$ cat config.mk
export PLATFORM = sky130hd
export DESIGN_NAME = pr_slot_top
export DESIGN_NICKNAME = d
export VERILOG_FILES = /design/src/rtl/pr_slot_pkg.sv /design/src/rtl/afu_incr.sv /design/src/rtl/axis_freeze_bridge.sv /design/src/rtl/pr_freeze_ctrl.sv /design/src/rtl/pr_slot_top.sv
export SDC_FILE = /design/constraint.sdc
export NUM_CORES = 1
export LEC_CHECK = 0
export ABC_AREA = 1
export BUFFER_PORTS_ARGS = -buffer_cell sky130_fd_sc_hd__buf_4
export CORE_ASPECT_RATIO = 1.1
export CORE_MARGIN = 2
export CORE_UTILIZATION = 54
export DETAILED_ROUTE_END_ITERATION = 12
export PLACE_DENSITY = 0.75
export RECOVER_POWER = 50
export SLEW_MARGIN = 10
export SYNTH_ARGS = -nofsm -noshare
export SYNTH_HDL_FRONTEND = slang
export SYNTH_SLANG_ARGS = --single-unit
$ cat constraint.sdc
create_clock -name clk -period 6.4 [get_ports clk]
set_input_delay 0.64 -clock clk [delete_from_list [all_inputs] [get_ports clk]]
set_output_delay 0.64 -clock clk [all_outputs]
set_load 0.05 [all_outputs]
$ cat src/rtl/pr_slot_pkg.sv
// Shared definitions for the partial-reconfiguration slot.
// Holds the stream beat structs, the AXI4-Lite register map and the
// slot constants. RTL and testbench refer to these by scoped names.

package pr_slot_pkg;

   // ------------------------------------------------------------------------
   // Stream beats
   // ------------------------------------------------------------------------
   localparam int DATA_W    = 64;
   localparam int PKT_NUM_W = 8;

   typedef struct packed {
      logic [DATA_W-1:0] tdata;
      logic              tlast;
   } rx_beat_t;                                 // Host to AFU, 65 bits

   typedef struct packed {
      logic [DATA_W-1:0]    tdata;
      logic                 tlast;
      logic [PKT_NUM_W-1:0] pkt_num;
   } tx_beat_t;                                 // AFU to host, 73 bits

   // ------------------------------------------------------------------------
   // Slot constants
   // ------------------------------------------------------------------------
   localparam logic [DATA_W-1:0] AFU_INCR       = 64'h1;
   localparam int                AFU_RST_CYCLES = 4;
   localparam int                RST_CNT_W      = $clog2(AFU_RST_CYCLES + 1);
   localparam logic [RST_CNT_W-1:0] RST_CNT_LOAD = RST_CNT_W'(AFU_RST_CYCLES - 1);

   // ------------------------------------------------------------------------
   // AXI4-Lite register port
   // ------------------------------------------------------------------------
   localparam int AXIL_ADDR_W = 8;
   localparam int AXIL_DATA_W = 32;

   localparam logic [AXIL_ADDR_W-1:0] REG_CTRL     = 8'h00;  // Bit 0 freeze request
   localparam logic [AXIL_ADDR_W-1:0] REG_STATUS   = 8'h04;  // Bit 0 frozen, bit 1 AFU reset
   localparam logic [AXIL_ADDR_W-1:0] REG_DROP_CNT = 8'h08;
   localparam logic [AXIL_ADDR_W-1:0] REG_ID       = 8'h0C;

   localparam logic [AXIL_DATA_W-1:0] SLOT_ID = 32'h5052_5301;

   localparam logic [1:0] RESP_OKAY   = 2'b00;
   localparam logic [1:0] RESP_SLVERR = 2'b10;

   typedef struct packed {
      logic                   awvalid;
      logic [AXIL_ADDR_W-1:0] awaddr;
      logic                   wvalid;
      logic [AXIL_DATA_W-1:0] wdata;
      logic                   bready;
      logic                   arvalid;
      logic [AXIL_ADDR_W-1:0] araddr;
      logic                   rready;
   } axil_req_t;

   typedef struct packed {
      logic                   awready;
      logic                   wready;
      logic                   bvalid;
      logic [1:0]             bresp;
      logic                   arready;
      logic                   rvalid;
      logic [AXIL_DATA_W-1:0] rdata;
      logic [1:0]             rresp;
   } axil_rsp_t;

endpackage : pr_slot_pkg

$ cat src/rtl/afu_incr.sv
// Example accelerator for the slot. A single pipeline stage adds AFU_INCR
// to every data word, keeps tlast and tags each beat with a running packet
// number. afu_rst is a synchronous soft reset from the slot control.

`timescale 1ns/1ps

module afu_incr (
   input  logic                  clk,
   input  logic                  rst_n,
   input  logic                  afu_rst,
   input  pr_slot_pkg::rx_beat_t in_data,
   input  logic                  in_valid,
   output logic                  in_ready,
   output pr_slot_pkg::tx_beat_t out_data,
   output logic                  out_valid,
   input  logic                  out_ready
);

   logic [pr_slot_pkg::PKT_NUM_W-1:0] pkt_num;
   logic [pr_slot_pkg::PKT_NUM_W-1:0] pkt_num_tag;
   logic                              in_fire;
   logic                              pkt_done;

   assign in_ready = !afu_rst && (!out_valid || out_ready);   // Stage free or emptying
   assign in_fire  = in_valid && in_ready;
   assign pkt_done = out_valid && out_ready && out_data.tlast;

   // A beat entering as the previous packet closes belongs to the next one
   assign pkt_num_tag = pkt_done ? pkt_num + 1'b1 : pkt_num;

   always_ff @(posedge clk or negedge rst_n) begin
      if (!rst_n) begin
         out_valid <= 1'b0;
         pkt_num   <= '0;
      end else if (afu_rst) begin
         out_valid <= 1'b0;   // Flush the stage
         pkt_num   <= '0;
      end else begin
         if (!out_valid || out_ready) out_valid <= in_valid;
         if (pkt_done)                pkt_num   <= pkt_num + 1'b1;
      end
   end

   always_ff @(posedge clk) begin
      if (in_fire) begin
         out_data.tdata   <= in_data.tdata + pr_slot_pkg::AFU_INCR;
         out_data.tlast   <= in_data.tlast;
         out_data.pkt_num <= pkt_num_tag;
      end
   end

endmodule : afu_incr

$ cat src/rtl/axis_freeze_bridge.sv
// Packet-aware skid buffer with a freeze mode for the slot boundary.
// Two entries with a registered in_ready give one cycle of latency at full
// throughput. Freeze is entered only between packets; while frozen every
// input beat is accepted, discarded and reported on drop.

`timescale 1ns/1ps

module axis_freeze_bridge #(
   parameter type payload_t = pr_slot_pkg::rx_beat_t   // Needs a tlast member
) (
   input  logic     clk,
   input  logic     rst_n,
   input  logic     freeze_req,
   input  payload_t in_data,
   input  logic     in_valid,
   output logic     in_ready,
   output payload_t out_data,
   output logic     out_valid,
   input  logic     out_ready,
   output logic     frozen,
   output logic     drop
);

   payload_t skid_data;
   logic     skid_valid;
   logic     in_mid;          // Last accepted beat was not tlast
   logic     out_mid;         // Last output transfer was not tlast
   logic     in_fire;
   logic     pass_fire;
   logic     out_fire;
   logic     main_free;
   logic     enter_freeze;
   logic     frozen_next;
   logic     skid_valid_next;
   logic     in_mid_next;
   logic     in_ready_next;

   assign in_fire   = in_valid && in_ready;
   assign pass_fire = in_fire && !frozen;
   assign out_fire  = out_valid && out_ready;
   assign main_free = !out_valid || out_ready;
   assign drop      = in_fire && frozen;           // Discarded beat

   // ------------------------------------------------------------------------
   // Freeze control
   // ------------------------------------------------------------------------
   // Nothing held and the last beat out closed its packet
   assign enter_freeze = freeze_req && !frozen && !out_valid && !skid_valid &&
                         !out_mid && !pass_fire;
   assign frozen_next  = frozen ? freeze_req : enter_freeze;

   assign in_mid_next  = pass_fire ? !in_data.tlast : in_mid;

   always_comb begin
      skid_valid_next = skid_valid;
      if (main_free)      skid_valid_next = 1'b0;  // Skid drains into main
      else if (pass_fire) skid_valid_next = 1'b1;  // Main stalled, park the beat
   end

   // A pending freeze stops intake at the next packet boundary so the
   // buffer can drain; once frozen the input is always accepted
   assign in_ready_next = frozen_next ||
                          (!skid_valid_next && !(freeze_req && !in_mid_next));

   // ------------------------------------------------------------------------
   // Control state
   // ------------------------------------------------------------------------
   always_ff @(posedge clk or negedge rst_n) begin
      if (!rst_n) begin
         out_valid  <= 1'b0;
         skid_valid <= 1'b0;
         in_ready   <= 1'b0;
         frozen     <= 1'b0;
         in_mid     <= 1'b0;
         out_mid    <= 1'b0;
      end else begin
         if (main_free) out_valid <= skid_valid || pass_fire;
         skid_valid <= skid_valid_next;
         in_ready   <= in_ready_next;
         frozen     <= frozen_next;
         in_mid     <= in_mid_next;
         if (out_fire) out_mid <= !out_data.tlast;
      end
   end

   // Payload registers
   always_ff @(posedge clk) begin
      if (main_free) begin
         if (skid_valid)     out_data <= skid_data;
         else if (pass_fire) out_data <= in_data;
      end else if (pass_fire) begin
         skid_data <= in_data;
      end
   end

endmodule : axis_freeze_bridge

$ cat src/rtl/pr_freeze_ctrl.sv
// Slot control. Serves the AXI4-Lite register block, runs the freeze
// sequence over both bridges, holds the AFU in soft reset after a release
// and counts host beats discarded while frozen.

`timescale 1ns/1ps

module pr_freeze_ctrl (
   input  logic                   clk,
   input  logic                   rst_n,
   input  pr_slot_pkg::axil_req_t axil_req,
   output pr_slot_pkg::axil_rsp_t axil_rsp,
   input  logic                   rx_frozen,
   input  logic                   tx_frozen,
   input  logic                   rx_drop,
   output logic                   freeze_req,
   output logic                   afu_rst
);

   typedef enum logic [1:0] {
      ST_RUN,
      ST_FREEZING,
      ST_FROZEN,
      ST_AFU_RST
   } state_t;

   state_t                                 state;
   logic [pr_slot_pkg::RST_CNT_W-1:0]      rst_cnt;
   logic                                   ctrl_freeze;   // CTRL bit 0
   logic [pr_slot_pkg::AXIL_DATA_W-1:0]    drop_cnt;
   logic                                   both_frozen;
   logic                                   release_done;

   logic                                   awready_q;
   logic                                   arready_q;
   logic                                   bvalid_q;
   logic                                   rvalid_q;
   logic [1:0]                             bresp_q;
   logic [1:0]                             rresp_q;
   logic [pr_slot_pkg::AXIL_DATA_W-1:0]    rdata_q;
   logic [pr_slot_pkg::AXIL_DATA_W-1:0]    rd_mux;
   logic [1:0]                             rd_resp;
   logic                                   wr_fire;
   logic                                   rd_fire;

   function automatic logic addr_in_map(input logic [pr_slot_pkg::AXIL_ADDR_W-1:0] addr);
      return (addr == pr_slot_pkg::REG_CTRL)     || (addr == pr_slot_pkg::REG_STATUS) ||
             (addr == pr_slot_pkg::REG_DROP_CNT) || (addr == pr_slot_pkg::REG_ID);
   endfunction

   // ------------------------------------------------------------------------
   // Freeze sequencing
   // ------------------------------------------------------------------------
   assign both_frozen  = rx_frozen && tx_frozen;
   assign freeze_req   = (state != ST_RUN);           // Held through the AFU reset
   assign afu_rst      = (state == ST_AFU_RST);
   assign release_done = afu_rst && (rst_cnt == '0);  // Last soft reset cycle

   always_ff @(posedge clk or negedge rst_n) begin
      if (!rst_n) begin
         state   <= ST_RUN;
         rst_cnt <= '0;
      end else begin
         unique case (state)
            ST_RUN:      if (ctrl_freeze) state <= ST_FREEZING;
            ST_FREEZING: if (both_frozen) state <= ST_FROZEN;   // Bridges reach a boundary
            ST_FROZEN: begin
               if (!ctrl_freeze) begin
                  state   <= ST_AFU_RST;
                  rst_cnt <= pr_slot_pkg::RST_CNT_LOAD;
               end
            end
            ST_AFU_RST: begin
               if (release_done) state <= ST_RUN;
               else              rst_cnt <= rst_cnt - 1'b1;
            end
            default:     state <= ST_RUN;
         endcase
      end
   end

   // Saturating count of discarded host beats, cleared as freeze_req drops
   always_ff @(posedge clk or negedge rst_n) begin
      if (!rst_n) begin
         drop_cnt <= '0;
      end else if (release_done) begin
         drop_cnt <= '0;
      end else if (rx_drop && freeze_req && (drop_cnt != '1)) begin
         drop_cnt <= drop_cnt + 1'b1;
      end
   end

   // ------------------------------------------------------------------------
   // AXI4-Lite register block
   // ------------------------------------------------------------------------
   assign wr_fire = awready_q && axil_req.awvalid && axil_req.wvalid;
   assign rd_fire = arready_q && axil_req.arvalid;

   always_comb begin
      rd_mux  = '0;
      rd_resp = pr_slot_pkg::RESP_OKAY;
      case (axil_req.araddr)
         pr_slot_pkg::REG_CTRL:     rd_mux = {31'b0, ctrl_freeze};
         pr_slot_pkg::REG_STATUS:   rd_mux = {30'b0, afu_rst, both_frozen};
         pr_slot_pkg::REG_DROP_CNT: rd_mux = drop_cnt;
         pr_slot_pkg::REG_ID:       rd_mux = pr_slot_pkg::SLOT_ID;
         default:                   rd_resp = pr_slot_pkg::RESP_SLVERR;  // Reads zero
      endcase
   end

   always_ff @(posedge clk or negedge rst_n) begin
      if (!rst_n) begin
         awready_q   <= 1'b0;
         arready_q   <= 1'b0;
         bvalid_q    <= 1'b0;
         rvalid_q    <= 1'b0;
         ctrl_freeze <= 1'b0;
      end else begin
         // One cycle ready pulses, none while a response is outstanding
         awready_q <= !awready_q && !bvalid_q && axil_req.awvalid && axil_req.wvalid;
         arready_q <= !arready_q && !rvalid_q && axil_req.arvalid;

         if (wr_fire) begin
            bvalid_q <= 1'b1;
            if (axil_req.awaddr == pr_slot_pkg::REG_CTRL) ctrl_freeze <= axil_req.wdata[0];
         end else if (bvalid_q && axil_req.bready) begin
            bvalid_q <= 1'b0;
         end

         if (rd_fire)                            rvalid_q <= 1'b1;
         else if (rvalid_q && axil_req.rready)   rvalid_q <= 1'b0;
      end
   end

   // Response payloads, held until accepted
   always_ff @(posedge clk) begin
      if (wr_fire) begin
         bresp_q <= addr_in_map(axil_req.awaddr) ? pr_slot_pkg::RESP_OKAY
                                                 : pr_slot_pkg::RESP_SLVERR;
      end
      if (rd_fire) begin
         rdata_q <= rd_mux;
         rresp_q <= rd_resp;
      end
   end

   always_comb begin
      axil_rsp.awready = awready_q;
      axil_rsp.wready  = awready_q;   // Address and data taken together
      axil_rsp.bvalid  = bvalid_q;
      axil_rsp.bresp   = bresp_q;
      axil_rsp.arready = arready_q;
      axil_rsp.rvalid  = rvalid_q;
      axil_rsp.rdata   = rdata_q;
      axil_rsp.rresp   = rresp_q;
   end

endmodule : pr_freeze_ctrl

$ cat src/rtl/pr_slot_top.sv
// Top level of the partial-reconfiguration slot. Host packets pass through
// the receive bridge, the AFU and the transmit bridge; the control module
// drives freeze and soft reset and is reached over AXI4-Lite.

`timescale 1ns/1ps

module pr_slot_top (
   input  logic                   clk,
   input  logic                   rst_n,
   input  pr_slot_pkg::axil_req_t axil_req,
   output pr_slot_pkg::axil_rsp_t axil_rsp,
   input  pr_slot_pkg::rx_beat_t  host_rx_data,
   input  logic                   host_rx_valid,
   output logic                   host_rx_ready,
   output pr_slot_pkg::tx_beat_t  host_tx_data,
   output logic                   host_tx_valid,
   input  logic                   host_tx_ready
);

   pr_slot_pkg::rx_beat_t afu_rx_data;       // Receive bridge to AFU
   logic                  afu_rx_valid;
   logic                  afu_rx_ready;
   pr_slot_pkg::tx_beat_t afu_tx_data;       // AFU to transmit bridge
   logic                  afu_tx_valid;
   logic                  afu_tx_ready;
   logic                  freeze_req;
   logic                  afu_rst;
   logic                  rx_frozen;
   logic                  tx_frozen;
   logic                  rx_drop;

   pr_freeze_ctrl i_ctrl (
      .clk        (clk),
      .rst_n      (rst_n),
      .axil_req   (axil_req),
      .axil_rsp   (axil_rsp),
      .rx_frozen  (rx_frozen),
      .tx_frozen  (tx_frozen),
      .rx_drop    (rx_drop),
      .freeze_req (freeze_req),
      .afu_rst    (afu_rst)
   );

   axis_freeze_bridge #(.payload_t(pr_slot_pkg::rx_beat_t)) rx_bridge (
      .clk        (clk),
      .rst_n      (rst_n),
      .freeze_req (freeze_req),
      .in_data    (host_rx_data),
      .in_valid   (host_rx_valid),
      .in_ready   (host_rx_ready),
      .out_data   (afu_rx_data),
      .out_valid  (afu_rx_valid),
      .out_ready  (afu_rx_ready),
      .frozen     (rx_frozen),
      .drop       (rx_drop)       // Host beats lost to the freeze
   );

   afu_incr i_afu (
      .clk        (clk),
      .rst_n      (rst_n),
      .afu_rst    (afu_rst),
      .in_data    (afu_rx_data),
      .in_valid   (afu_rx_valid),
      .in_ready   (afu_rx_ready),
      .out_data   (afu_tx_data),
      .out_valid  (afu_tx_valid),
      .out_ready  (afu_tx_ready)
   );

   // AFU side discards are not counted
   axis_freeze_bridge #(.payload_t(pr_slot_pkg::tx_beat_t)) tx_bridge (
      .clk        (clk),
      .rst_n      (rst_n),
      .freeze_req (freeze_req),
      .in_data    (afu_tx_data),
      .in_valid   (afu_tx_valid),
      .in_ready   (afu_tx_ready),
      .out_data   (host_tx_data),
      .out_valid  (host_tx_valid),
      .out_ready  (host_tx_ready),
      .frozen     (tx_frozen),
      .drop       ()
   );

endmodule : pr_slot_top

==> results of run 1 <==
## final timing paths
| path | from | endpoint | slack [ns] | cells after the start |
|---|---|---|---|---|
| worst max-delay path | tx_bridge.skid_valid | tx_bridge.out_data[67] | 2.30 | 2 |
| worst min-delay path | axil_req[0] | i_ctrl.rvalid_q | 0.29 | 2 |
| worst max register to register | tx_bridge.skid_valid | tx_bridge.out_data[67] | 2.30 | 2 |
| worst min register to register | i_afu.out_data[66] | tx_bridge.skid_data[66] | 0.44 | 0 |
| max in group asynchronous | rst_n | rx_bridge.skid_valid | 2.73 | 1 |
| min in group asynchronous | rst_n | i_ctrl.drop_cnt[2] | 1.33 | 1 |
## per-layer routing
metal	part of all wire	vias up	GRT usage
li1	-	6146	-
met3	0.053	72	0.0355
met5	0	-	0
met2	0.47	387	0.376
met1	0.44	6067	0.332
met4	0.028	0	0.0771
## placed cells by master, fill, tap and decap left out, types with 18 or more instances in the layout
cell type and n:
sky130_fd_sc_hd__clkbuf_1 176, sky130_fd_sc_hd__edfxtp_1 383, sky130_fd_sc_hd__dfrtp_1 61, sky130_fd_sc_hd__clkbuf_4 18, sky130_fd_sc_hd__clkbuf_16 45, sky130_fd_sc_hd__nor3_1 36, sky130_fd_sc_hd__xor2_1 43, sky130_fd_sc_hd__nor2_1 198
sky130_fd_sc_hd__nand3_1 58, sky130_fd_sc_hd__inv_1 141, sky130_fd_sc_hd__mux2_2 65, sky130_fd_sc_hd__buf_4 28, sky130_fd_sc_hd__o21ai_0 32, sky130_fd_sc_hd__nand2_1 509, sky130_fd_sc_hd__nand4_1 21
## cells in the mapped netlist (all sizes together)
cell and count:
clkbuf 20, ha 10, nor4 1, o21ai 49
buf 20, and2 6, a211oi 2, inv 146
mux2 73, a21oi 15, conb 1, xor2 43
o221ai 1, xnor2 14, nand4 21, nand3 62
mux2i 1, nand2 514, o21bai 1, nor3 37
nor2 207, or2 7, a31oi 2, nand3b 1
o22ai 5, edfxtp 383, dfrtp 63
## stage by stage
stage,total power (W),utilization,cells
floorplan,0.00616,-,1706
global placement,0.00686,0.605,2323
detailed placement,0.00694,0.605,2323
CTS,0.00943,0.644,2399
global route,0.00960,0.626,2399
finish,0.00919,0.626,2399
## kinds of logic (layout without fill, tap and decap cells)
family                     Yosys count  count (layout)  synth area share
other                                1               2          0.000195
muxes                               74              74            0.0432
xor gates and xnor gates            57              57            0.0259
DFF                                446             446             0.678
and+or+nand+nor                    856             856             0.183
buffers and inverters              186             435            0.0393
AOI/OAI and AO/OA                   75              75            0.0236
adders and majority gates           10              10           0.00649
## cell type report
class,instances,share of cell area
clock inverter,21,0.00927
timing repair buffer,213,0.0442
multi-input combinational,1074,0.248
sequential,446,0.595
inverter,146,0.0249
tap,444,0.0253
clock buffer,55,0.0534
## worst reg2reg max path: cells and delay by family, from the launching register on
kind,cells,cell delay (ns)
muxes,1,0.65
DFF,1,0.36
buffers and inverters,1,2.83
## power by group through the flow
stage               clock network [W]  registers, W  logic, W
finish                        0.00249       0.00450   0.00220
global route                  0.00264       0.00457   0.00239
CTS                           0.00253       0.00451   0.00239
detailed placement                  0       0.00457   0.00237
global placement                    0       0.00453   0.00233
floorplan                           0       0.00514   0.00102
## state kept, by name, indices dropped and copies added, names as in the netlist, 2 cells and up
signal               flops
i_afu.pkt_num            8
tx_bridge.skid_data     73
i_ctrl.drop_cnt         32
rx_bridge.skid_data     65
tx_bridge.out_data      73
i_ctrl.rst_cnt           3
i_ctrl.state             2
i_ctrl.rdata_q          32
rx_bridge.out_data      65
i_afu.out_data          73
==> results.txt, run 1 <==
The internal portion of the total power is 0.00613 W. The number of hold buffers added after CTS was 0. The routed design has 43.0 mm of wire.

After clock tree synthesis, the setup repair step added 0 buffers. The number of antenna diodes in the final layout is 0. The die area came out at 37,200 um2. The synthesized instance count was 1,705. Count of standard-cell rows: 72. The sort of element at the start of the critical path was a register. The largest single stage delay on the critical path is 2.83 ns.

In this run the worst path has a maximum fanout of 73. Synthesis inferred 446 register bits. The cell area that synthesis handed to floorplanning was 19,300 um2.

CTS built an H-tree with a depth of 2. The share of total power consumed by net switching is 0.333, and the area of the core region is 35,100 um2. After detailed routing, the number of vias per cell comes to 5.28. The tools report the clock group share of total power as 0.271. Setup violations remaining at the end of the flow were counted as 0.

The timing-limited maximum frequency was 244 MHz; the latest clock arrival within the worst-skew pair was 0.55 ns. The run finished, with violations left. Sorting the synthesized cells by area gives the leading types as sky130_fd_sc_hd__edfxtp_1 (60%), sky130_fd_sc_hd__nand2_1 (9.9%), sky130_fd_sc_hd__dfrtp_1 (8.2%). For the fraction of power consumed by combinational cells, the log shows 0.240. The number of top-level pins came out at 238. The class of the most critical setup path is register to register. The headroom to the max-slew limit came out at -1.73.

The slew at the pin closest to its max-slew limit is 4.10 ns, and the area taken by multi-input logic gates is 5460 um2. Summing all flip-flop and latch instances after layout gives 13,100 um2. The total negative setup slack was 0 ns; the count of cells resized by post-cts repair was 0.

The width of the die is 184 um, and the worst endpoint data arrival time is 4.38 ns. Max-cap violations in this run came to 2. Total count of hold-check failures in the final report: 0. Slowest cell on the critical path: sky130_fd_sc_hd__clkbuf_1.

The logs give 1,034 for the violation count after the first detailed-routing iteration and 0 for the number of warnings printed during yosys synthesis. The number of buffers and inverters on the critical path is 1. After clock tree synthesis, the clock-pin slew on the worst setup and hold paths is 0.06 ns. Total CTS buffers: 43. At the end of the flow, the number of nets in the layout was 2,056.

After layout, the worst setup slack is 2.30 ns. In this run the clock root is driven by a sky130_fd_sc_hd__clkbuf_16. The sequential fraction of the synthesis area came out at 0.678. Placed cell area: 21,300 um2. The distinct cell type count of the synthesized netlist was 40. Critical path capture point type: a register.

The final reports fail on max-capacitance violations, max-slew violations. The critical path goes through clkbuf_1 -> mux2_2. The logs give 0 for the number of nets still failing antenna checks after routing and 31.1 mm for the post-DP HPWL.

After global routing the overflow that remains totals 0. Final hold analysis gives a worst-case slack of 0.286 ns. Counting I/O delays and the setup requirement, the final critical path takes 4.10 ns.

For the worst setup path, the data required time is 6.68 ns. The cell family contributing the most delay on the critical path was buffers and inverters. Summing all non-filler instances in the final layout gives an area of 22,000 um2.

The maximum root-to-sink buffer count was 3; the count of port buffers added during placement was 204. The floorplan die height was 202 um. Counting the fill cells in the layout gives 2,895. The share of Yosys cell area claimed by the top area cell type is 0.597, and the maximum ir drop on the vdd rail is 0.234 mV. The logs give 12,452 for the via count of the first global-routing pass and 75 for the largest net degree at the start of global routing. Of all cell types, the one taking the most synthesized area is sky130_fd_sc_hd__edfxtp_1. The aggregate global-route resource usage was 0.235; the clock tree skew after final layout was 0.0178 ns.

Synthesized area divided by synthesized cell count: 11.3 um2. The first global-routing pass estimated 67.4 mm of wire. The analysis attributes to cell leakage a power of 8.25 nW.

The min-delay analysis places its worst path in the category primary input to register. At the placement stage, the worst setup path has a slack of 3.42 ns. Relative to the synthesized area, the layout overhead comes to 14.1%. After detailed routing, the number of remaining DRC violations is 0. At the end of routability-driven placement, the weighted congestion stood at 0.958. The portion of the clock cycle consumed by the worst path in the final layout works out to 0.641. The net load switching power was 0.00306 W. The final-report max-slew violation count is 138. TritonCTS built the clock tree.

Number of vias after detailed routing: 12,672. Setup repair after global routing left no endpoint under its margin. The tools report the initial antenna violation count as 0.

The sequential power share was 0.490; the number of sinks driven by the clock tree was 446. The total power per unit cell area was 418 nW/um2; the proportion of layout cells with a drive suffix above 1 was 0.111. In the final routed layout, each cell accounts on average for 17.9 um. Starting density of the core: 0.549. The total iterations of the first detailed-routing run came out at 6.
No activity file was read; power rests on OpenSTA's default activity.
==> run 2: changes to the inputs <==
- ABC_AREA: 1 -> 0
- CORE_UTILIZATION: 54 -> 52
- PLACE_DENSITY: 0.75 -> 0.76
- clock period: 6.4 -> 3.6 ns (I/O delays scaled with it)
==> run 2 against run 1 <==
  * The run still ends with max-capacitance violations, max-slew violations left
  * Wire length shrank 18%
  * Register-to-register slack lost 1.6 ns
  * Sequential share of layout area grew 1.1 points
  * Highest routed layer unchanged
==> results.txt, run 2 <==
The run finished, with violations left. Violated checks: max-capacitance violations, max-slew violations (unchanged). The final weighted congestion of routability-driven global placement is 0.817 (was 0.958). The initial antenna violation count is 6 (was 0). The fraction of the core area covered by cells at the end of the flow came out at 0.631 (was 0.626). The maximum root-to-sink buffer count is 3 (unchanged), and the post-DP HPWL is 23.5 mm (was 31.1 mm).

The clock tree skew after final layout was 0.0266 ns (was 0.0178 ns); the post-synthesis instance area was 18,100 um2 (was 19,300 um2). The tools report the leakage power as 7.48 nW (was 8.25 nW). The class of the most critical setup path is register to register (unchanged).

The final period demand of the worst path is 2.90 ns (was 4.10 ns). Worst min-delay path category: primary input to register (unchanged). The maximum ir drop on the vdd rail was 0.649 mV (was 0.234 mV); the portion of the clock cycle consumed by the worst path in the final layout was 0.805 (was 0.641). The synthesized instance count was 1,146 (was 1,705). The number of cells on the critical path is 3 (was 2), and the largest net degree at the start of global routing is 76 (was 75). The area growth from synthesis to layout works out to 19.5% (was 14.1%). The run gives 345 MHz (was 244 MHz) as the timing-limited maximum frequency. The placed cell count was 1,765 (was 2,323). The total power per unit cell area came out at 721 nW/um2 (was 418 nW/um2). The slew at the pin closest to its max-slew limit came out at 1.97 ns (was 4.10 ns).

The buffers inserted during post-CTS setup optimization is 0 (unchanged), and the via count of the first global-routing pass is 10,508 (was 12,452). The largest area contributor in the netlist is sky130_fd_sc_hd__edfxtp_1 (unchanged). The instance count along the most critical hold path was 2 (unchanged); the width of the die was 182 um (was 184 um). The total count of hold-check failures in the final report is 0 (unchanged), and the total congestion overflow after global routing is 0 (unchanged).

The tools report the distinct cell type count of the synthesized netlist as 58 (was 40). The flip-flop and latch count after synthesis came out at 446 (unchanged). The peak per-stage delay on the critical path was 1.38 ns (was 2.83 ns). The run gives 2,515 (was 2,895) as the number of fill cells in the layout. Worst-path cell chain: ha_1 -> nor3b_4 -> clkbuf_2 (was clkbuf_1 -> mux2_2).

The highest net fanout along the worst path is 75 (was 73), and the number of synthesized flops with an enable pin is 383 (unchanged). The tools report the total iterations of the first detailed-routing run as 5 (was 6). The starting density of the core was 0.528 (was 0.549). Commonest cells after routing, fill and taps aside: sky130_fd_sc_hd__edfxtp_1 (383), sky130_fd_sc_hd__clkbuf_1 (165), sky130_fd_sc_hd__mux2_2 (142) (was sky130_fd_sc_hd__nand2_1 (509), sky130_fd_sc_hd__edfxtp_1 (383), sky130_fd_sc_hd__nor2_1 (198)). The run gives 0 ns (unchanged) as the total negative setup slack. The critical path capture point type is a register (unchanged).

The run gives 268 (was 138) as the final-report max-slew violation count. The primary flip-flop cell chosen by synthesis mapping is sky130_fd_sc_hd__edfxtp_1 (unchanged). The post-detailed-route via-to-cell ratio was 5.43 (was 5.28); the total CTS buffers was 45 (was 43). The root cell of the clock tree was sky130_fd_sc_hd__clkbuf_16 (unchanged). The area taken by multi-input logic gates is 4770 um2 (was 5460 um2). The headroom to the max-slew limit is -0.316 (was -1.73). TritonCTS built the clock tree. Fraction of registers with async set or reset after synthesis: 0.141 (unchanged).

The logs give 1,560 (was 2,056) for the count of nets after finishing and 36,300 um2 (was 37,200 um2) for the die area. Number of buffers and inverters on the critical path: 1 (unchanged). Biggest regs: i_afu.out_data: 73 flops, tx_bridge.out_data: 73 flops, tx_bridge.skid_data: 73 flops (unchanged). The number of top-level pins came out at 238 (unchanged). The run gives 0.724 (was 0.678) as the sequential fraction of the synthesis area. The cell family contributing the most delay on the critical path was buffers and inverters (unchanged). For the number of vias after detailed routing, the log shows 10,363 (was 12,672).

The synthesized area divided by synthesized cell count works out to 15.8 um2 (was 11.3 um2). The worst endpoint data arrival time came out at 3.02 ns (was 4.38 ns). The slowest cell on the critical path was sky130_fd_sc_hd__clkbuf_2 (was sky130_fd_sc_hd__clkbuf_1). The wire length per cell is 18.4 um (was 17.9 um), and the number of setup violations in the final report is 0 (unchanged). Setup repair after global routing left no endpoint under its margin. The logs give 13,100 um2 (about the same) for the sequential cell area in the final layout and 0 (unchanged) for the number of nets still failing antenna checks after routing. Latest clock arrival within the worst-skew pair: 0.55 ns (about the same). Cell types with the largest area share after synthesis: sky130_fd_sc_hd__edfxtp_1 (64%), sky130_fd_sc_hd__mux2_2 (8.8%), sky130_fd_sc_hd__dfrtp_1 (8.7%) (was sky130_fd_sc_hd__edfxtp_1 (60%), sky130_fd_sc_hd__nand2_1 (9.9%), sky130_fd_sc_hd__dfrtp_1 (8.2%)). The count of port buffers added during placement works out to 204 (unchanged). The number of cell instances on the worst register-to-register path is 3 (was 2), and the hold slack is 0.0522 ns (was 0.286 ns). The logs give 0 (unchanged) for the count of cells resized by post-cts repair and 71 (was 72) for the count of standard-cell rows. The most instantiated library cell after synthesis is sky130_fd_sc_hd__edfxtp_1 (was sky130_fd_sc_hd__nand2_1). The violation count after the first detailed-routing iteration is 484 (was 1,034), and the floorplan die height is 200 um (was 202 um).

The area of the core region was 34,200 um2 (was 35,100 um2); the number of warnings printed during yosys synthesis was 0 (unchanged). Number of maximum-capacitance constraint violations: 5 (was 2). The data required time at the worst endpoint is 3.72 ns (was 6.68 ns), and the share of Yosys cell area claimed by the top area cell type is 0.637 (was 0.597).

The sort of element at the start of the critical path is a register (unchanged). The post-detailed-route DRC marker count came out at 0 (unchanged). The depth of the CTS H-tree is 2 (unchanged), and the clock transition at the registers of the reported paths is 0.06 ns (about the same). The logs give 0.0156 W (was 0.00919 W) for the total power of the final layout and 1,908 (was 2,399) for the final non-filler cell total. Top cell types by occurrence after synthesis: sky130_fd_sc_hd__edfxtp_1 (383), sky130_fd_sc_hd__mux2_2 (142), sky130_fd_sc_hd__nand2_1 (78) (was sky130_fd_sc_hd__nand2_1 (508), sky130_fd_sc_hd__edfxtp_1 (383), sky130_fd_sc_hd__nor2_1 (199)). The run gives 0.194 (was 0.235) as the aggregate global-route resource usage. Commonest non-fill, non-tap cell in the layout: sky130_fd_sc_hd__edfxtp_1 (was sky130_fd_sc_hd__nand2_1). The proportion of layout cells with a drive suffix above 1 came out at 0.200 (was 0.111). The first-pass GRT wire length was 55.2 mm (was 67.4 mm); the overall routed net length was 35.1 mm (was 43.0 mm). The run gives 446 (unchanged) as the number of sinks driven by the clock tree.
## run 2: changes by cell type after synthesis, moves of 23 or more
cell,previous run,this run
sky130_fd_sc_hd__and2_1,6,38
sky130_fd_sc_hd__xnor2_1,14,39
sky130_fd_sc_hd__nand2_1,508,78
sky130_fd_sc_hd__or3_1,0,23
sky130_fd_sc_hd__nor2_1,199,44
sky130_fd_sc_hd__inv_1,142,20
sky130_fd_sc_hd__mux2_2,73,142
## run 2: area by class of cell
class | count | share of cell area
antenna | 6 | 0.000696
clock buffer | 64 | 0.0608
clock inverter | 19 | 0.00829
inverter | 20 | 0.00348
multi-input combinational | 643 | 0.221
sequential | 446 | 0.606
tap | 438 | 0.0254
timing repair buffer | 272 | 0.0743
## run 2: logic make-up after synthesis
group,after synthesis,synth area share
flops,446,0.724
simple gates,331,0.0994
mux,142,0.0885
compound gates,85,0.0307
xor+xnor,73,0.0354
buf+inv,58,0.0150
fa+ha+maj,10,0.00692
other cells,1,0.000208
## run 2: what timing repair did
item                                    CTS  global route
endpoints found under the setup margin    0             0
hold endpoints to repair                115             1
hold buffers                             53             1
## run 2: worst register-to-register path, cell delays in order, from the launching register on
cell	delay, ns
sky130_fd_sc_hd__dfrtp_1	0.41
sky130_fd_sc_hd__ha_1	0.39
sky130_fd_sc_hd__nor3b_4	0.23
sky130_fd_sc_hd__clkbuf_2	1.39
## run 2: per-layer routing
| metal | wire (um) | global-route usage | part of all wire |
|---|---|---|---|
| met4 | 1120 | 0.0747 | 0.032 |
| met1 | 14100 | 0.236 | 0.40 |
| met3 | 1810 | 0.0419 | 0.052 |
| met2 | 18100 | 0.341 | 0.52 |
| met5 | 0 | 0 | 0 |
## run 2: per-stage QoR
step	instance area, um2	worst slack (ns)
CTS	22200	0.896
global placement	20100	1.02
finish	21600	0.703
floorplan	18100	-0.665
detailed placement	20100	0.892
global route	21600	0.450
## run 2: final timing paths
check,start,to,slack (ns)
min reg2reg,i_afu.out_data[33],tx_bridge.skid_data[33],0.44
max in group asynchronous,rst_n,tx_bridge.skid_valid,1.65
min in group asynchronous,rst_n,i_ctrl.ctrl_freeze,0.76
max reg2reg,i_ctrl.state[0],i_afu.out_data[33],0.70
max,i_ctrl.state[0],i_afu.out_data[33],0.70
min,axil_req[11],i_ctrl.ctrl_freeze,0.05
## run 2: power breakdown
part | switching [W] | total [W] | internal (W)
logic | 0.00214 | 0.00309 | 0.000947
clock network | 0.00189 | 0.00465 | 0.00276
registers | 0.000609 | 0.00781 | 0.00720
total | 0.00464 | 0.0156 | 0.0109
==> run 3: changes to the inputs <==
- CORE_UTILIZATION: 52 -> 54
- PLACE_DENSITY: 0.76 -> 0.75
- clock period: 3.6 -> 2.76 ns (I/O delays scaled with it)
==> run 3 against run 2 <==
  * The run still ends with max-capacitance violations, max-slew violations left
  * Wire length up 1.5%
  * Clock power up 22%
  * Sequential power up 31%
  * Die area down 3.6%
  * Clock skew about the same
  * Non-clock buffer count up 31
  * Critical endpoint is now i_afu.out_data[35]
  * Total power up 29%
  * Final cell count up 0.63%
  * Global-route usage up 1.2 points
==> results.txt, run 3 (synthesized netlist as in run 2, its figures left out) <==
The run finished, with violations left. Violated checks: max-capacitance violations, max-slew violations (unchanged). Placed cell count: 1,770 (was 1,765). The run gives 10,617 (was 10,363) as the number of vias after detailed routing. The logs give 0 (unchanged) for the total congestion overflow after global routing and 2 (unchanged) for the depth of the CTS H-tree. The run gives 3.06 ns (was 3.72 ns) as the data required time at the worst endpoint.

Number of maximum-capacitance constraint violations: 2 (was 5). The sort of element at the start of the critical path was a register (unchanged). The area taken by multi-input logic gates was 4770 um2 (unchanged); the clock transition at the registers of the reported paths was 0.06 ns (about the same). The logs give 3 (unchanged) for the maximum root-to-sink buffer count and 0.876 (was 0.817) for the final weighted congestion of routability-driven global placement. The count of cells resized by post-cts repair came out at 0 (unchanged).

The count of port buffers added during placement is 204 (unchanged). Cell-internal power: 0.0139 W (was 0.0109 W). The run gives 23.1 mm (was 23.5 mm) as the post-DP HPWL. The critical path startpoint was rx_bridge.out_data[1] (was i_ctrl.state[0]). The total CTS buffers is 42 (was 45). The tools report the root cell of the clock tree as sky130_fd_sc_hd__clkbuf_16 (unchanged). Total power per unit cell area: 917 nW/um2 (was 721 nW/um2).

The run gives 0.00609 W (was 0.00464 W) as the net load switching power. Setup repair after global routing left no endpoint under its margin. The run gives 33,100 um2 (was 34,200 um2) as the area of the core region. The post-detailed-route via-to-cell ratio was 5.53 (was 5.43); the area growth from synthesis to layout was 20.7% (was 19.5%).

TritonCTS built the clock tree. The latest clock arrival within the worst-skew pair is 0.55 ns (about the same). Class of the most critical setup path: register to register (unchanged). The violation count after the first detailed-routing iteration was 922 (was 484). The peak per-stage delay on the critical path is 0.68 ns (was 1.38 ns), and the clock tree skew after final layout is 0.0266 ns (about the same). The slew at the pin closest to its max-slew limit was 1.89 ns (was 1.97 ns); the total count of hold-check failures in the final report was 0 (unchanged). The number of top-level pins was 238 (unchanged); the number of sinks driven by the clock tree was 446 (unchanged). The floorplan die height was 196 um (was 200 um); the placed cell area was 20,300 um2 (was 20,100 um2). The final period demand of the worst path was 2.47 ns (was 2.90 ns). The fraction of power consumed by combinational cells was 0.207 (was 0.199); the final non-filler cell total was 1,920 (was 1,908). The tools report the startpoint of the lowest-slack hold path as axil_req[45] (was axil_req[11]). The die area is 34,900 um2 (was 36,300 um2), and the number of setup violations in the final report is 0 (unchanged). The number of nets still failing antenna checks after routing was 0 (unchanged). The slowest cell on the critical path is sky130_fd_sc_hd__or4_1 (was sky130_fd_sc_hd__clkbuf_2). The maximum ir drop on the vdd rail was 0.573 mV (was 0.649 mV); the aggregate global-route resource usage was 0.206 (was 0.194). The wire length per cell is 18.6 um (was 18.4 um). The tools report the reg-to-reg startpoint as rx_bridge.out_data[1] (was i_ctrl.state[0]). Biggest regs: i_afu.out_data: 73 flops, tx_bridge.out_data: 73 flops, tx_bridge.skid_data: 73 flops (unchanged). The timing-limited maximum frequency is 405 MHz (was 345 MHz). The worst min-delay path category is primary input to register (unchanged).

The initial antenna violation count came out at 0 (was 6). The number of buffers and inverters on the critical path is 1 (unchanged). The run gives 0.29 ns (was 0.70 ns) as the reg2reg setup slack. The tools report the leakage power as 7.61 nW (was 7.48 nW).

The total iterations of the first detailed-routing run came out at 5 (unchanged). The tools report the pre-CTS setup slack as 0.292 ns (was 0.892 ns). The final-report max-slew violation count is 99 (was 268), and the count of standard-cell rows is 70 (was 71).

The overall routed net length is 35.7 mm (was 35.1 mm), and the headroom to the max-slew limit is -0.257 (was -0.316). Portion of the clock cycle consumed by the worst path in the final layout: 0.895 (was 0.805). Commonest non-fill, non-tap cell in the layout: sky130_fd_sc_hd__edfxtp_1 (unchanged). The largest net degree at the start of global routing is 74 (was 76).

The via count of the first global-routing pass is 10,579 (was 10,508). The cell family contributing the most delay on the critical path was simple AND/OR/NAND/NOR gates (was buffers and inverters). The proportion of layout cells with a drive suffix above 1 was 0.204 (was 0.200); the clock group share of total power was 0.285 (was 0.299). The tools report the sequential power share as 0.509 (was 0.502). The post-route cell area was 21,800 um2 (was 21,600 um2).

Worst-path cell chain: ha_1 -> nand3_1 -> or4_1 -> nor4_1 -> buf_4 -> nand4_1 -> xnor2_1 (was ha_1 -> nor3b_4 -> clkbuf_2). The post-detailed-route DRC marker count was 0 (unchanged); the share of total power consumed by net switching was 0.304 (was 0.299). The width of the die was 178 um (was 182 um). The total power of the final layout is 0.0200 W (was 0.0156 W), and the final worst slack is 0.290 ns (was 0.703 ns). The highest net fanout along the worst path came out at 5 (was 75). The sequential cell area in the final layout is 13,100 um2 (about the same).

The starting density of the core was 0.546 (was 0.528); the worst endpoint data arrival time was 2.77 ns (was 3.02 ns). For the first-pass GRT wire length, the log shows 55.9 mm (was 55.2 mm). Critical path capture point type: a register (unchanged).

The count of antenna diodes in the layout was 0 (was 6); the number of fill cells in the layout was 2,399 (was 2,515). Commonest cells after routing, fill and taps aside: sky130_fd_sc_hd__edfxtp_1 (383), sky130_fd_sc_hd__clkbuf_1 (153), sky130_fd_sc_hd__mux2_2 (135) (was sky130_fd_sc_hd__edfxtp_1 (383), sky130_fd_sc_hd__clkbuf_1 (165), sky130_fd_sc_hd__mux2_2 (142)). The count of nets after finishing was 1,588 (was 1,560).
[run 3: routing by layer]
layer / wire length (um) / global-route usage
met1: 15700 / 0.291
met2: 16900 / 0.331
met3: 1910 / 0.0304
met4: 1120 / 0.0696
met5: 0 / 0
[run 3: layout make-up]
type,instances,share of cell area
inverter,20,0.00344
multi-input combinational,643,0.219
timing repair buffer,303,0.0904
clock buffer,55,0.0532
sequential,446,0.600
tap,432,0.0248
clock inverter,21,0.00953
[run 3: repair_timing]
item / 4_1_cts / 5_1_grt
hold buffers: 74 / 0
buffers inserted: 0 / 0
hold endpoints to repair: 136 / 0
[run 3: through the flow]
| step | util | hold WS (ns) | TNS [ns] |
|---|---|---|---|
| global placement | 0.612 | 0.427 | 0 |
| floorplan | - | -0.0196 | -90.64 |
| finish | 0.659 | 0.0371 | 0 |
| global route | 0.659 | 0.0337 | 0 |
| detailed placement | 0.612 | 0.431 | 0 |
| CTS | 0.676 | 0.00632 | 0 |
[run 3: power by group through the flow]
| stage | Sequential, W | Combinational, W | Clock (W) |
|---|---|---|---|
| finish | 0.0102 | 0.00413 | 0.00569 |
| global route | 0.0103 | 0.00448 | 0.00605 |
| CTS | 0.0102 | 0.00448 | 0.00580 |
| detailed placement | 0.0103 | 0.00437 | 0 |
| global placement | 0.0102 | 0.00427 | 0 |
| floorplan | 0.0111 | 0.00202 | 0 |
[run 3: tightest hold or removal path, cell delays in order]
cell and delay (ns):
sky130_fd_sc_hd__buf_4 0.08, sky130_fd_sc_hd__nor2_1 0.03, sky130_fd_sc_hd__nand2_1 0.06
[run 3: worst paths after layout]
check	end	cells after the start
setup reg to reg	i_afu.out_data[35]	7
hold / removal	i_ctrl.bresp_q[1]	3
setup / recovery	i_afu.out_data[35]	7
hold reg to reg	tx_bridge.skid_data[67]	0
max in group asynchronous	rx_bridge.skid_valid	2
min in group asynchronous	i_ctrl.drop_cnt[15]	2
